--- config.mk ---
export PLATFORM = sky130hd
export DESIGN_NAME = game_top
export DESIGN_NICKNAME = d
export VERILOG_FILES = /design/src/verilog/game_pkg.sv /design/src/verilog/game_control.sv /design/src/verilog/game_top.sv /design/src/verilog/max7219_driver.sv /design/src/verilog/obstacle_row.sv
export VERILOG_INCLUDE_DIRS = /design/src /design/src/verilog
export SDC_FILE = /design/constraint.sdc
export NUM_CORES = 1
export LEC_CHECK = 0
export BUFFER_PORTS_ARGS = -buffer_cell sky130_fd_sc_hd__clkbuf_2
export CAP_MARGIN = 20
export CORE_ASPECT_RATIO = 1.25
export CORE_MARGIN = 4
export CORE_UTILIZATION = 56
export CTS_CLUSTER_DIAMETER = 150
export DETAILED_ROUTE_END_ITERATION = 10
export PLACE_DENSITY = 0.77
export SYNTH_ARGS = -nofsm -noshare
export SYNTH_HDL_FRONTEND = slang
export SYNTH_SLANG_ARGS = --single-unit
--- constraint.sdc ---
create_clock -name clock_50 -period 7.9 [get_ports clock_50]
set_input_delay 1.185 -clock clock_50 [delete_from_list [all_inputs] [get_ports clock_50]]
set_output_delay 1.185 -clock clock_50 [all_outputs]
set_load 0.01 [all_outputs]
--- src/verilog/game_consts.svh ---
// Game constants
// Matrix size, scroll timing, MAX7219 register map and the level-1 obstacle pattern

`ifndef GAME_CONSTS_SVH
`define GAME_CONSTS_SVH

// Matrix geometry
`define MATRIX_SIZE        8

// Clocks between two obstacle scrolls
`define SCROLL_PERIOD      2048

// MAX7219 control registers
`define MAX_REG_DECODE     8'h09
`define MAX_REG_INTENSITY  8'h0A
`define MAX_REG_SCANLIMIT  8'h0B
`define MAX_REG_SHUTDOWN   8'h0C
`define MAX_INTENSITY      8'h0A

// Level 1 obstacles, bit 7 is the leftmost column
`define LEVEL_ROW_7        8'hED
`define LEVEL_ROW_6        8'h0C
`define LEVEL_ROW_5        8'h00
`define LEVEL_ROW_4        8'hC0
`define LEVEL_ROW_3        8'h00
`define LEVEL_ROW_2        8'h18
`define LEVEL_ROW_1        8'h00
`define LEVEL_ROW_0        8'h00

// Player dot on the bottom row
`define PLAYER_START       8'h10

`endif

--- src/verilog/game_pkg.sv ---
// Game types
// Shared row, row-control and MAX7219 word types

`include "game_consts.svh"

package game_pkg;

	// One matrix row, bit 7 is the leftmost column
	typedef logic [`MATRIX_SIZE-1:0] row_t;

	// Row command from the controller
	// at most one field set per cycle, clear wins over load, load over scroll
	typedef struct packed {
		logic clear;
		logic load;
		logic scroll;
	} row_ctrl_t;

	// One serial MAX7219 word, address byte goes out first
	typedef struct packed {
		logic [7:0] addr;
		logic [7:0] data;
	} max_word_t;

endpackage

--- src/verilog/game_control.sv ---
// Game controller
// Synchronizes the buttons, runs the idle/play/lost FSM, times the obstacle
// scrolls and reloads, moves the player and checks for a collision

`timescale 1ns/1ps
`include "game_consts.svh"

module game_control import game_pkg::*; (
	input  logic      clock_50,
	input  logic      rst_n,
	input  logic      start_n,
	input  logic      left_n,
	input  logic      right_n,
	input  row_t      bottom_row,
	output row_ctrl_t row_ctrl,
	output row_t      player,
	output logic      game_over
);

	localparam int TIMER_W = $clog2(`SCROLL_PERIOD);
	localparam logic [TIMER_W-1:0] TIMER_LAST = TIMER_W'(`SCROLL_PERIOD - 1);

	typedef enum logic [1:0] {
		ST_IDLE,
		ST_PLAY,
		ST_LOST
	} state_t;

	typedef struct packed {
		logic start;
		logic left;
		logic right;
	} buttons_t;

	state_t state;
	buttons_t btn_sync1;
	buttons_t btn_sync2;
	buttons_t btn_prev;
	buttons_t btn_press;
	logic [TIMER_W-1:0] timer;
	logic [2:0] scroll_cnt;
	logic playing;
	logic start_hit;
	logic collide;
	logic tick;
	logic reload;

	// ##############################
	// Buttons
	// ##############################

	// Two-flop synchronizer plus one flop for the falling-edge detect
	always_ff @(posedge clock_50) begin
		if (!rst_n) begin
			btn_sync1 <= '1;
			btn_sync2 <= '1;
			btn_prev  <= '1;
		end else begin
			btn_sync1 <= buttons_t'({start_n, left_n, right_n});
			btn_sync2 <= btn_sync1;
			btn_prev  <= btn_sync2;
		end
	end

	// Press is the high-to-low step of the synchronized level
	assign btn_press = buttons_t'(btn_prev & ~btn_sync2);

	// ##############################
	// Game decisions
	// ##############################

	assign playing   = (state == ST_PLAY);
	assign start_hit = btn_press.start && !playing;

	// Overlap freezes everything until the FSM reaches lost
	assign collide = playing && |(player & bottom_row);
	assign tick    = playing && !collide && (timer == TIMER_LAST);
	// every eighth scroll brings a fresh copy of the level
	assign reload  = tick && (scroll_cnt == 3'd7);

	always_comb begin
		row_ctrl = '0;
		if (state == ST_IDLE && !start_hit) begin
			row_ctrl.clear = 1'b1;
		end else if (start_hit || reload) begin
			row_ctrl.load = 1'b1;
		end else if (tick) begin
			row_ctrl.scroll = 1'b1;
		end
	end

	assign game_over = (state == ST_LOST);

	// ##############################
	// FSM and counters
	// ##############################

	always_ff @(posedge clock_50) begin
		if (!rst_n) begin
			state <= ST_IDLE;
		end else begin
			case (state)
				ST_IDLE: begin
					if (start_hit) begin
						state <= ST_PLAY;
					end
				end
				ST_PLAY: begin
					if (collide) begin
						state <= ST_LOST;
					end
				end
				ST_LOST: begin
					if (start_hit) begin
						state <= ST_PLAY;
					end
				end
				default: state <= ST_IDLE;
			endcase
		end
	end

	always_ff @(posedge clock_50) begin
		if (!rst_n) begin
			timer      <= '0;
			scroll_cnt <= '0;
		end else if (start_hit) begin
			timer      <= '0;
			scroll_cnt <= '0;
		end else if (playing && !collide) begin
			timer <= tick ? '0 : timer + 1'b1;
			if (tick) begin
				scroll_cnt <= scroll_cnt + 3'd1;
			end
		end
	end

	// Player register saturates at both edges
	always_ff @(posedge clock_50) begin
		if (!rst_n) begin
			player <= `PLAYER_START;
		end else if (start_hit) begin
			player <= `PLAYER_START;
		end else if (playing && !collide) begin
			if (btn_press.left && !player[`MATRIX_SIZE-1]) begin
				player <= player << 1;
			end else if (btn_press.right && !player[0]) begin
				player <= player >> 1;
			end
		end
	end

endmodule

--- src/verilog/game_top.sv ---
// Falling-obstacle game top level
// Controller, eight obstacle rows and the MAX7219 serial driver

`timescale 1ns/1ps
`include "game_consts.svh"

module game_top import game_pkg::*; (
	input  logic clock_50,
	input  logic rst_n,
	input  logic start_n,
	input  logic left_n,
	input  logic right_n,
	output logic max7219_din,
	output logic max7219_ncs,
	output logic max7219_clk,
	output logic game_over
);

	row_ctrl_t row_ctrl;
	row_t player;
	// One extra entry feeds zeros into the top row
	row_t rows [`MATRIX_SIZE:0];

	assign rows[`MATRIX_SIZE] = '0;

	game_control u_control (
		.clock_50   (clock_50),
		.rst_n      (rst_n),
		.start_n    (start_n),
		.left_n     (left_n),
		.right_n    (right_n),
		.bottom_row (rows[0]),
		.row_ctrl   (row_ctrl),
		.player     (player),
		.game_over  (game_over)
	);

	// ##############################
	// Obstacle field
	// ##############################

	for (genvar row = 0; row < `MATRIX_SIZE; row++) begin : g_row
		obstacle_row #(.ROW_INDEX(row)) u_row (
			.clock_50 (clock_50),
			.rst_n    (rst_n),
			.row_ctrl (row_ctrl),
			.above    (rows[row+1]),
			.row      (rows[row])
		);
	end

	max7219_driver u_driver (
		.clock_50    (clock_50),
		.rst_n       (rst_n),
		.rows        (rows[`MATRIX_SIZE-1:0]),
		.player      (player),
		.max7219_din (max7219_din),
		.max7219_ncs (max7219_ncs),
		.max7219_clk (max7219_clk)
	);

endmodule

--- src/verilog/max7219_driver.sv ---
// MAX7219 driver
// Sends the init words once, then frames of eight digit words forever.
// Each frame is a snapshot of rows and player, transposed to columns.

`timescale 1ns/1ps
`include "game_consts.svh"

module max7219_driver import game_pkg::*; (
	input  logic clock_50,
	input  logic rst_n,
	input  row_t rows [`MATRIX_SIZE-1:0],
	input  row_t player,
	output logic max7219_din,
	output logic max7219_ncs,
	output logic max7219_clk
);

	localparam int INIT_WORDS = 4;
	localparam int LAST_WORD  = INIT_WORDS + `MATRIX_SIZE - 1;
	// 16 bits, two clocks each, then ncs high for two clocks
	localparam int SHIFT_CLKS = 32;
	localparam int WORD_CLKS  = SHIFT_CLKS + 2;

	logic [5:0] cyc;
	logic [5:0] cyc_next;
	logic word_start;
	logic [3:0] widx;
	logic [2:0] col;
	row_t live [`MATRIX_SIZE-1:0];
	row_t snap [`MATRIX_SIZE-1:0];
	row_t frame [`MATRIX_SIZE-1:0];
	max_word_t next_word;
	max_word_t shift;

	// ##############################
	// Frame source
	// ##############################

	// Digit 1 reads the live matrix, the other digits read the snapshot
	always_comb begin
		for (int r = 0; r < `MATRIX_SIZE; r++) begin
			live[r]  = (r == 0) ? (rows[r] | player) : rows[r];
			frame[r] = (widx == INIT_WORDS) ? live[r] : snap[r];
		end
	end

	always_ff @(posedge clock_50) begin
		if (word_start && widx == INIT_WORDS) begin
			snap <= live;
		end
	end

	// ##############################
	// Word sequencer
	// ##############################

	// Digit d shows column 8-d
	assign col = 3'(LAST_WORD - widx);

	always_comb begin
		next_word = '0;
		case (widx)
			4'd0: next_word = '{addr: `MAX_REG_DECODE, data: 8'h00};
			4'd1: next_word = '{addr: `MAX_REG_INTENSITY, data: `MAX_INTENSITY};
			4'd2: next_word = '{addr: `MAX_REG_SCANLIMIT, data: 8'h07};
			4'd3: next_word = '{addr: `MAX_REG_SHUTDOWN, data: 8'h01};
			default: begin
				next_word.addr = 8'(widx - INIT_WORDS + 1);
				// Row 0 lands in the MSB
				for (int r = 0; r < `MATRIX_SIZE; r++) begin
					next_word.data[`MATRIX_SIZE-1-r] = frame[r][col];
				end
			end
		endcase
	end

	// ##############################
	// Serial shifter
	// ##############################

	assign word_start = (cyc == WORD_CLKS - 1);
	assign cyc_next   = word_start ? '0 : cyc + 6'd1;

	always_ff @(posedge clock_50) begin
		if (!rst_n) begin
			cyc         <= 6'(SHIFT_CLKS);
			widx        <= '0;
			shift       <= '0;
			max7219_ncs <= 1'b1;
			max7219_clk <= 1'b0;
		end else begin
			cyc         <= cyc_next;
			max7219_ncs <= (cyc_next >= SHIFT_CLKS);
			max7219_clk <= (cyc_next < SHIFT_CLKS) && cyc_next[0];
			if (word_start) begin
				shift <= next_word;
				// Init words once, then digits 1 to 8 over and over
				widx  <= (widx == LAST_WORD) ? 4'(INIT_WORDS) : widx + 4'd1;
			end else if (cyc[0]) begin
				// Next bit goes out as clk falls
				shift <= max_word_t'({shift[14:0], 1'b0});
			end
		end
	end

	// MSB first
	assign max7219_din = shift.addr[7];

endmodule

--- src/verilog/obstacle_row.sv ---
// Obstacle row
// One matrix row that clears, loads its level-1 byte or takes the row above

`timescale 1ns/1ps
`include "game_consts.svh"

module obstacle_row import game_pkg::*; #(
	parameter int ROW_INDEX = 0
) (
	input  logic      clock_50,
	input  logic      rst_n,
	input  row_ctrl_t row_ctrl,
	input  row_t      above,
	output row_t      row
);

	// Pattern byte for a given row position
	function automatic row_t level_byte(input int index);
		case (index)
			0: level_byte = `LEVEL_ROW_0;
			1: level_byte = `LEVEL_ROW_1;
			2: level_byte = `LEVEL_ROW_2;
			3: level_byte = `LEVEL_ROW_3;
			4: level_byte = `LEVEL_ROW_4;
			5: level_byte = `LEVEL_ROW_5;
			6: level_byte = `LEVEL_ROW_6;
			7: level_byte = `LEVEL_ROW_7;
			default: level_byte = '0;
		endcase
	endfunction

	localparam row_t LEVEL_BYTE = level_byte(ROW_INDEX);

	always_ff @(posedge clock_50) begin
		if (!rst_n) begin
			row <= '0;
		end else if (row_ctrl.clear) begin
			row <= '0;
		end else if (row_ctrl.load) begin
			row <= LEVEL_BYTE;
		end else if (row_ctrl.scroll) begin
			// Obstacles fall one row
			row <= above;
		end
	end

endmodule
* Word level (Yosys, flattened, before mapping) *
Cells that the tools add are included.

operators by class
  multiplexer cells = 48
  reductions and logical operators = 29
  magnitude comparators = 3
  equality and inequality tests = 12
  bitwise operators = 5
  $add $sub $neg = 7

operator list
  kind                                                             number
  8-bit two-way mux                                                14
  16-bit one-hot mux with 4 select lines                           1
  16-bit two-way mux                                               2
  1-bit binary-select mux with 3-bit select                        8
  1-bit two-way mux                                                12
  4-bit two-way mux                                                3
  11-bit by 1-bit adder with 11-bit output, second input constant  1
  11-bit == test, second input constant                            1
  11-bit two-way mux                                               1
  1-bit logical AND                                                10
  5-bit two-way mux                                                2
  8-bit by 1-bit adder with 8-bit output, second input constant    1
  8-bit bitwise AND                                                1
  4-bit by 2-bit == test with 1-bit output, second input constant  2
  8-bit OR                                                         1
  8-bit OR reduction                                               1
  6-bit by 1-bit adder with 6-bit output, second input constant    1
  6-bit == test, second input constant                             1
  6-bit >= comparator, second input constant                       1
  6-bit less-than comparator, second input constant                1
  2-bit two-way mux                                                3
  6-bit two-way mux                                                1
  2-bit AND reduction                                              3
  2-bit nonzero test                                               3
  23 further kinds                                                 29

word-level totals
  bits in registers = 164
  input port bits = 5

* Depth between registers and ports, before layout *
  depth after elaboration = 12
  depth in mapped cells = 9

* Modules after synthesis *
Synthesis repeated with hierarchy kept, for this count alone.

second synthesis, totals
  cell total of the unflattened synthesis = 728
  area, all modules = 8,200.4 µm²

by module, submodules not included
  module                             area an instance (µm²)  times used  seq. area each (µm²)  cells an instance
  max7219_driver                     4,150.2                 1           2,482.4               324
  game_control                       1,640.3                 1           660.6                 180
  obstacle_row (g_row[0].u_row ...)  295.3                   4           160.2                 27
  obstacle_row (g_row[2].u_row ...)  304.0                   3           160.2                 29
  obstacle_row (g_row[7].u_row)      312.8                   1           160.2                 28
  game_top                           3.8                     1           0.0                   1

* Worst setup path after synthesis *
Ideal clock, no wire load.

  path kind = flip-flop to flip-flop
  start point = register u_driver.cyc[0]
  end point = register u_driver.snap[0] in the netlist's numbering (enable)
  setup slack = 4.258 ns
  period minus slack after synthesis = 3.642 ns
  required time = 7.455 ns
  data arrival time = 3.197 ns
  cell stages (with the launch flop) = 7
  cells stage by stage = dfxtp_1 > ha_1 > nor4b_1 > nand2_1 > clkbuf_1 > clkbuf_1 > nor3_1

between the ends
  cells in the longest elaborated chain, start to end = 2

ends and longest elaborated chain
  item                    RTL line              source
  start, declared         max7219_driver.sv:24  logic [5:0] cyc;
  start signal, assigned  max7219_driver.sv:86  cyc <= 6'(SHIFT_CLKS);
  start signal, assigned  max7219_driver.sv:92  cyc <= cyc_next;
  6-bit == test           max7219_driver.sv:81  assign word_start = (cyc == WORD_CLKS - 1);
  1-bit logical AND       max7219_driver.sv:48  if (word_start && widx == INIT_WORDS) begin
  end signal, assigned    max7219_driver.sv:49  snap <= live;
  end, declared           max7219_driver.sv:30  row_t snap [`MATRIX_SIZE-1:0];

No other way between the ends.
A chain may end at the register's enable or synchronous reset.

* Final worst setup path *
  start point = register u_driver.widx[0]
  end point = register u_driver.shift[0] in the netlist's numbering

between the ends
  cells in the longest elaborated chain, start to end = 6
  elaborated cells between the ends (all ways) = 11
  those cells by class = 1 x add/sub; 4 x eq/ne; 5 x mux; 1 x reduce/logical

ends and longest elaborated chain
  item                                                                                                 RTL line               source
  start, declared                                                                                      max7219_driver.sv:27   logic [3:0] widx;
  start signal, assigned                                                                               max7219_driver.sv:98   widx <= (widx == LAST_WORD) ? 4'(INIT_WORDS) : widx + 4'd1;
  parallel branches: the longest is 4 deep, another holds 2-bit by 3-bit subtractor with 3-bit output  n/a
  16-bit one-hot mux with 4 select lines (*)                                                           max7219_driver.sv:62   case (widx)
  16-bit two-way mux (*)                                                                               max7219_driver.sv:95   if (word_start) begin
  end signal, assigned                                                                                 max7219_driver.sv:96   shift <= next_word;
  end signal, assigned                                                                                 max7219_driver.sv:101  shift <= max_word_t'({shift[14:0], 1'b0});
  end, declared                                                                                        max7219_driver.sv:33   max_word_t shift;

Every way passes the cells marked *. The select of a mux whose other input is x is not followed.

==> summary.md <==
| Metric | Value |
|---|---|
| Total power | 1.11 mW |
| Hold Fails Final Rpt | 0 |
| Mean Syn Cell Area | 9.62 um^2 |
| Routing usage on met1 | 24.3% |
| Area growth syn-to-layout | 5.06% |
| Cells after Synth | 532 |
| Fin Clk Skew | 10.1 ps |
| HPWL after DPL | 7.21 mm |
| GPL Wtd Cong | 0.866 |
| Maximum VDD drop | 0.110 mV |
| CTS Sinks | 111 |
| Psw | 302 uW |
| Slew @ Worst Pin | 805 ps |
| Mapped cell area | 5120 um^2 |
| # diodes | 0 |
| Detailed Routing Iterations Pass 1 | 5 |
| Post-synth EDFFs | 27 |
| Die W | 93.5 um |
| Ys async rst share | 0% |
| Top-Level Pins | 9 |
| Die Span Y | 115 um |
| Max-Cap Viols | 0 |
| Most frequent CP cell | o21ai_0 |
| CTS Buf Count | 9 |
| CP Max Fanout | 20 |
| CTS tree | yes |
| Leakage | 1.87 nW |
| Clock transition at path regs | 100 ps |
| Int Power | 806 uW |
| Setup bufs post-CTS | 0 |
| P per Cell Area | 206 nW/um^2 |
| M3 GR Usage | 3.21% |
| Worst-Skew Late Latency | 380 ps |
| Post-DR vias/cell | 5.82 |
| Core ar. | 8800 um^2 |
| Gr ovfl total | 0 |
| Slowest-stage cell, CP | dfxtp_1 |
| CP max stage delay | 770 ps |
| Max-slew headroom | 46.4% |
| DRC | 0 |
| Combinational Power Share | 12.3% |
| GR Util met2 | 35.1% |
| DR vias | 3767 |
| Root Driver | clkbuf_8 |
| Largest net degree at the start of global routing | 28 |
| Sw frac | 27.2% |
| Sequential fraction of the synthesis area | 48.7% |
| CTS H-Tree Depth | 3 |
| Post-Syn Nets | 550 |
| #FFs+latches synth | 111 |
| Power share of the clock group | 30.3% |
| Initial Util | 58.2% |
| Die area | 10700 um^2 |
| First-pass GRT wire length | 17.2 mm |
| Period utilization | 36.7% |
| Share of layout cells above drive strength 1 | 10.8% |
| CP bufs+invs | 1 |
| Synth warn | 0 |
| Yosys cell types | 55 |
| CP Launch Type | flop |
| Fmax | 345 MHz |
| Row Count | 38 |
| Hold Buf Count CTS | 0 |
| Crit Path Class | flop to flop |
| GRT Total Usage | 20.5% |
| Hold crit path type | flop to flop |
| Vias in the first global route | 3592 |
| Status | finished, final reports clean |
| CP endpoint kind | flop |
| Crit-path cells | clkinv_1 > ha_1 > or3_1 > o21ai_0 > o21ai_0 > a311oi_1 |
| Grt peak-use layer | met2 |
| Largest delay share family, worst path | compound AO/OA/AOI/OAI gates |
| Resized Gates After CTS | 0 |
| Sequential power share | 57.4% |
| Setup TNS | 0 ps |
| Initial drt markers | 223 |
| Nets@finish | 540 |
| DR WL/cell | 16.0 um |
| Initial antenna violation count | 0 |
| Slew Limit Fails | 0 |
| Top FF cell, synth | dfxtp_1 |
| Drt total wl | 10.3 mm |
| Worst endpoint required time | 8190 ps |
| Clock buffer depth | 2 |
| Final worst path period need | 2900 ps |
| Unrepaired setup endpoints after global routing | no |
| Post-route ant nets | 0 |
| Setup violators final | 0 |
| Count of input and output buffers | 8 |
| CP Data Arrival Time | 3190 ps |
==> kinds of logic after synthesis <==
logic type | after synthesis | synth area share [%]
multiplexers | 29 | 6.65
AND/OR/NAND/NOR | 202 | 21.4
flip-flops | 111 | 48.7
adder cells (fa/ha/maj) | 13 | 3.18
XOR/XNOR | 14 | 2.40
buffers and inverters | 44 | 3.99
AO/OA/AOI/OAI | 119 | 13.7
==> placed cells by master, fill, tap and decap left out, types with 12 or more instances in the layout <==
cell	count
mux2i_1	16
a211oi_1	12
o21ai_0	23
nor2_1	35
nor3_1	15
edfxtp_1	27
nand2_1	55
a21oi_1	52
ha_1	13
nand3b_1	21
dfxtp_1	84
nand2b_1	13
==> Yosys cell counts, types with 7 or more instances <==
| library cell | instances | area, um^2 |
|---|---|---|
| a21oi_1 | 52 | 260 |
| or2_2 | 8 | 50.1 |
| mux2i_1 | 16 | 160 |
| and2_1 | 7 | 43.8 |
| a211oi_1 | 12 | 90.1 |
| o21ai_0 | 24 | 120 |
| nor3_1 | 16 | 80.1 |
| inv_1 | 10 | 37.5 |
| ha_1 | 13 | 163 |
| mux2_2 | 10 | 113 |
| nand2_1 | 55 | 206 |
| nand4_1 | 7 | 43.8 |
| nand2b_1 | 13 | 81.3 |
| dfxtp_1 | 84 | 1680 |
| clkbuf_1 | 19 | 71.3 |
| nand3_1 | 10 | 50.1 |
| nor2_1 | 35 | 131 |
| nand3b_1 | 21 | 158 |
| edfxtp_1 | 27 | 811 |
| xnor2_1 | 9 | 78.8 |
==> registers in the layout (all words and copies together) (netlist names), 4 cells and up <==
name	count
u_driver.snap	27
u_control.player	8
u_driver.shift	15
u_driver.widx	4
u_control.timer	11
g_row.u_row.row	23
u_driver.cyc	6
==> layout make-up <==
cell class / instances / area [um^2]
Multi-Input combinational cell: 377 / 2420
Clock inverter: 5 / 37.5
Fill cell: 743 / 3420
Inverter: 12 / 45.0
Sequential cell: 111 / 2490
Tap cell: 120 / 150
Timing Repair Buffer: 11 / 62.6
Clock buffer: 11 / 163
==> power by group through the flow <==
stage | clock [mW] | combinational (mW) | sequential, mW
after floorplan | 0 | 0.118 | 0.632
final | 0.336 | 0.136 | 0.636
after CTS | 0.344 | 0.135 | 0.636
after detailed placement | 0 | 0.134 | 0.649
after global routing | 0.362 | 0.152 | 0.641
after global placement | 0 | 0.130 | 0.647
==> through the flow <==
step                      instances  utilization (%)  worst slack (ps)  area [um^2]  hold WS, ps
after floorplan                 532                -              4260         5120          386
after global placement          631             58.8              5190         5170          390
after detailed placement        631             58.8              5080         5170          391
after CTS                       647             61.1              5060         5380          410
after global routing            647             61.1              4760         5380          434
final                           647             61.1              5000         5380          407
==> metal layers <==
| metal | share of wire [%] | vias up |
|---|---|---|
| met1 | 42 | 1773 |
| met2 | 50 | 85 |
| met4 | 3.5 | 0 |
| met3 | 4.0 | 21 |
| li1 | - | 1888 |
| met5 | 0 | - |
==> worst register-to-register path, stage by stage (launching register included) <==
cell and delay (ps):
dfxtp_1 770, clkinv_1 450, ha_1 380, or3_1 430, o21ai_0 330, o21ai_0 180
a311oi_1 280
==> final timing paths <==
check / depth (start not counted) / end / from / slack (ps)
setup / recovery: 6 / u_driver.shift[0] / u_driver.widx[0] / 5000
hold / removal: 1 / u_control.btn_sync2[0] / u_control.btn_sync1[0] / 410
setup reg to reg: 6 / u_driver.shift[0] / u_driver.widx[0] / 5000
hold reg to reg: 1 / u_control.btn_sync2[0] / u_control.btn_sync1[0] / 410
Note: power is estimated with default switching activity, not from simulation.
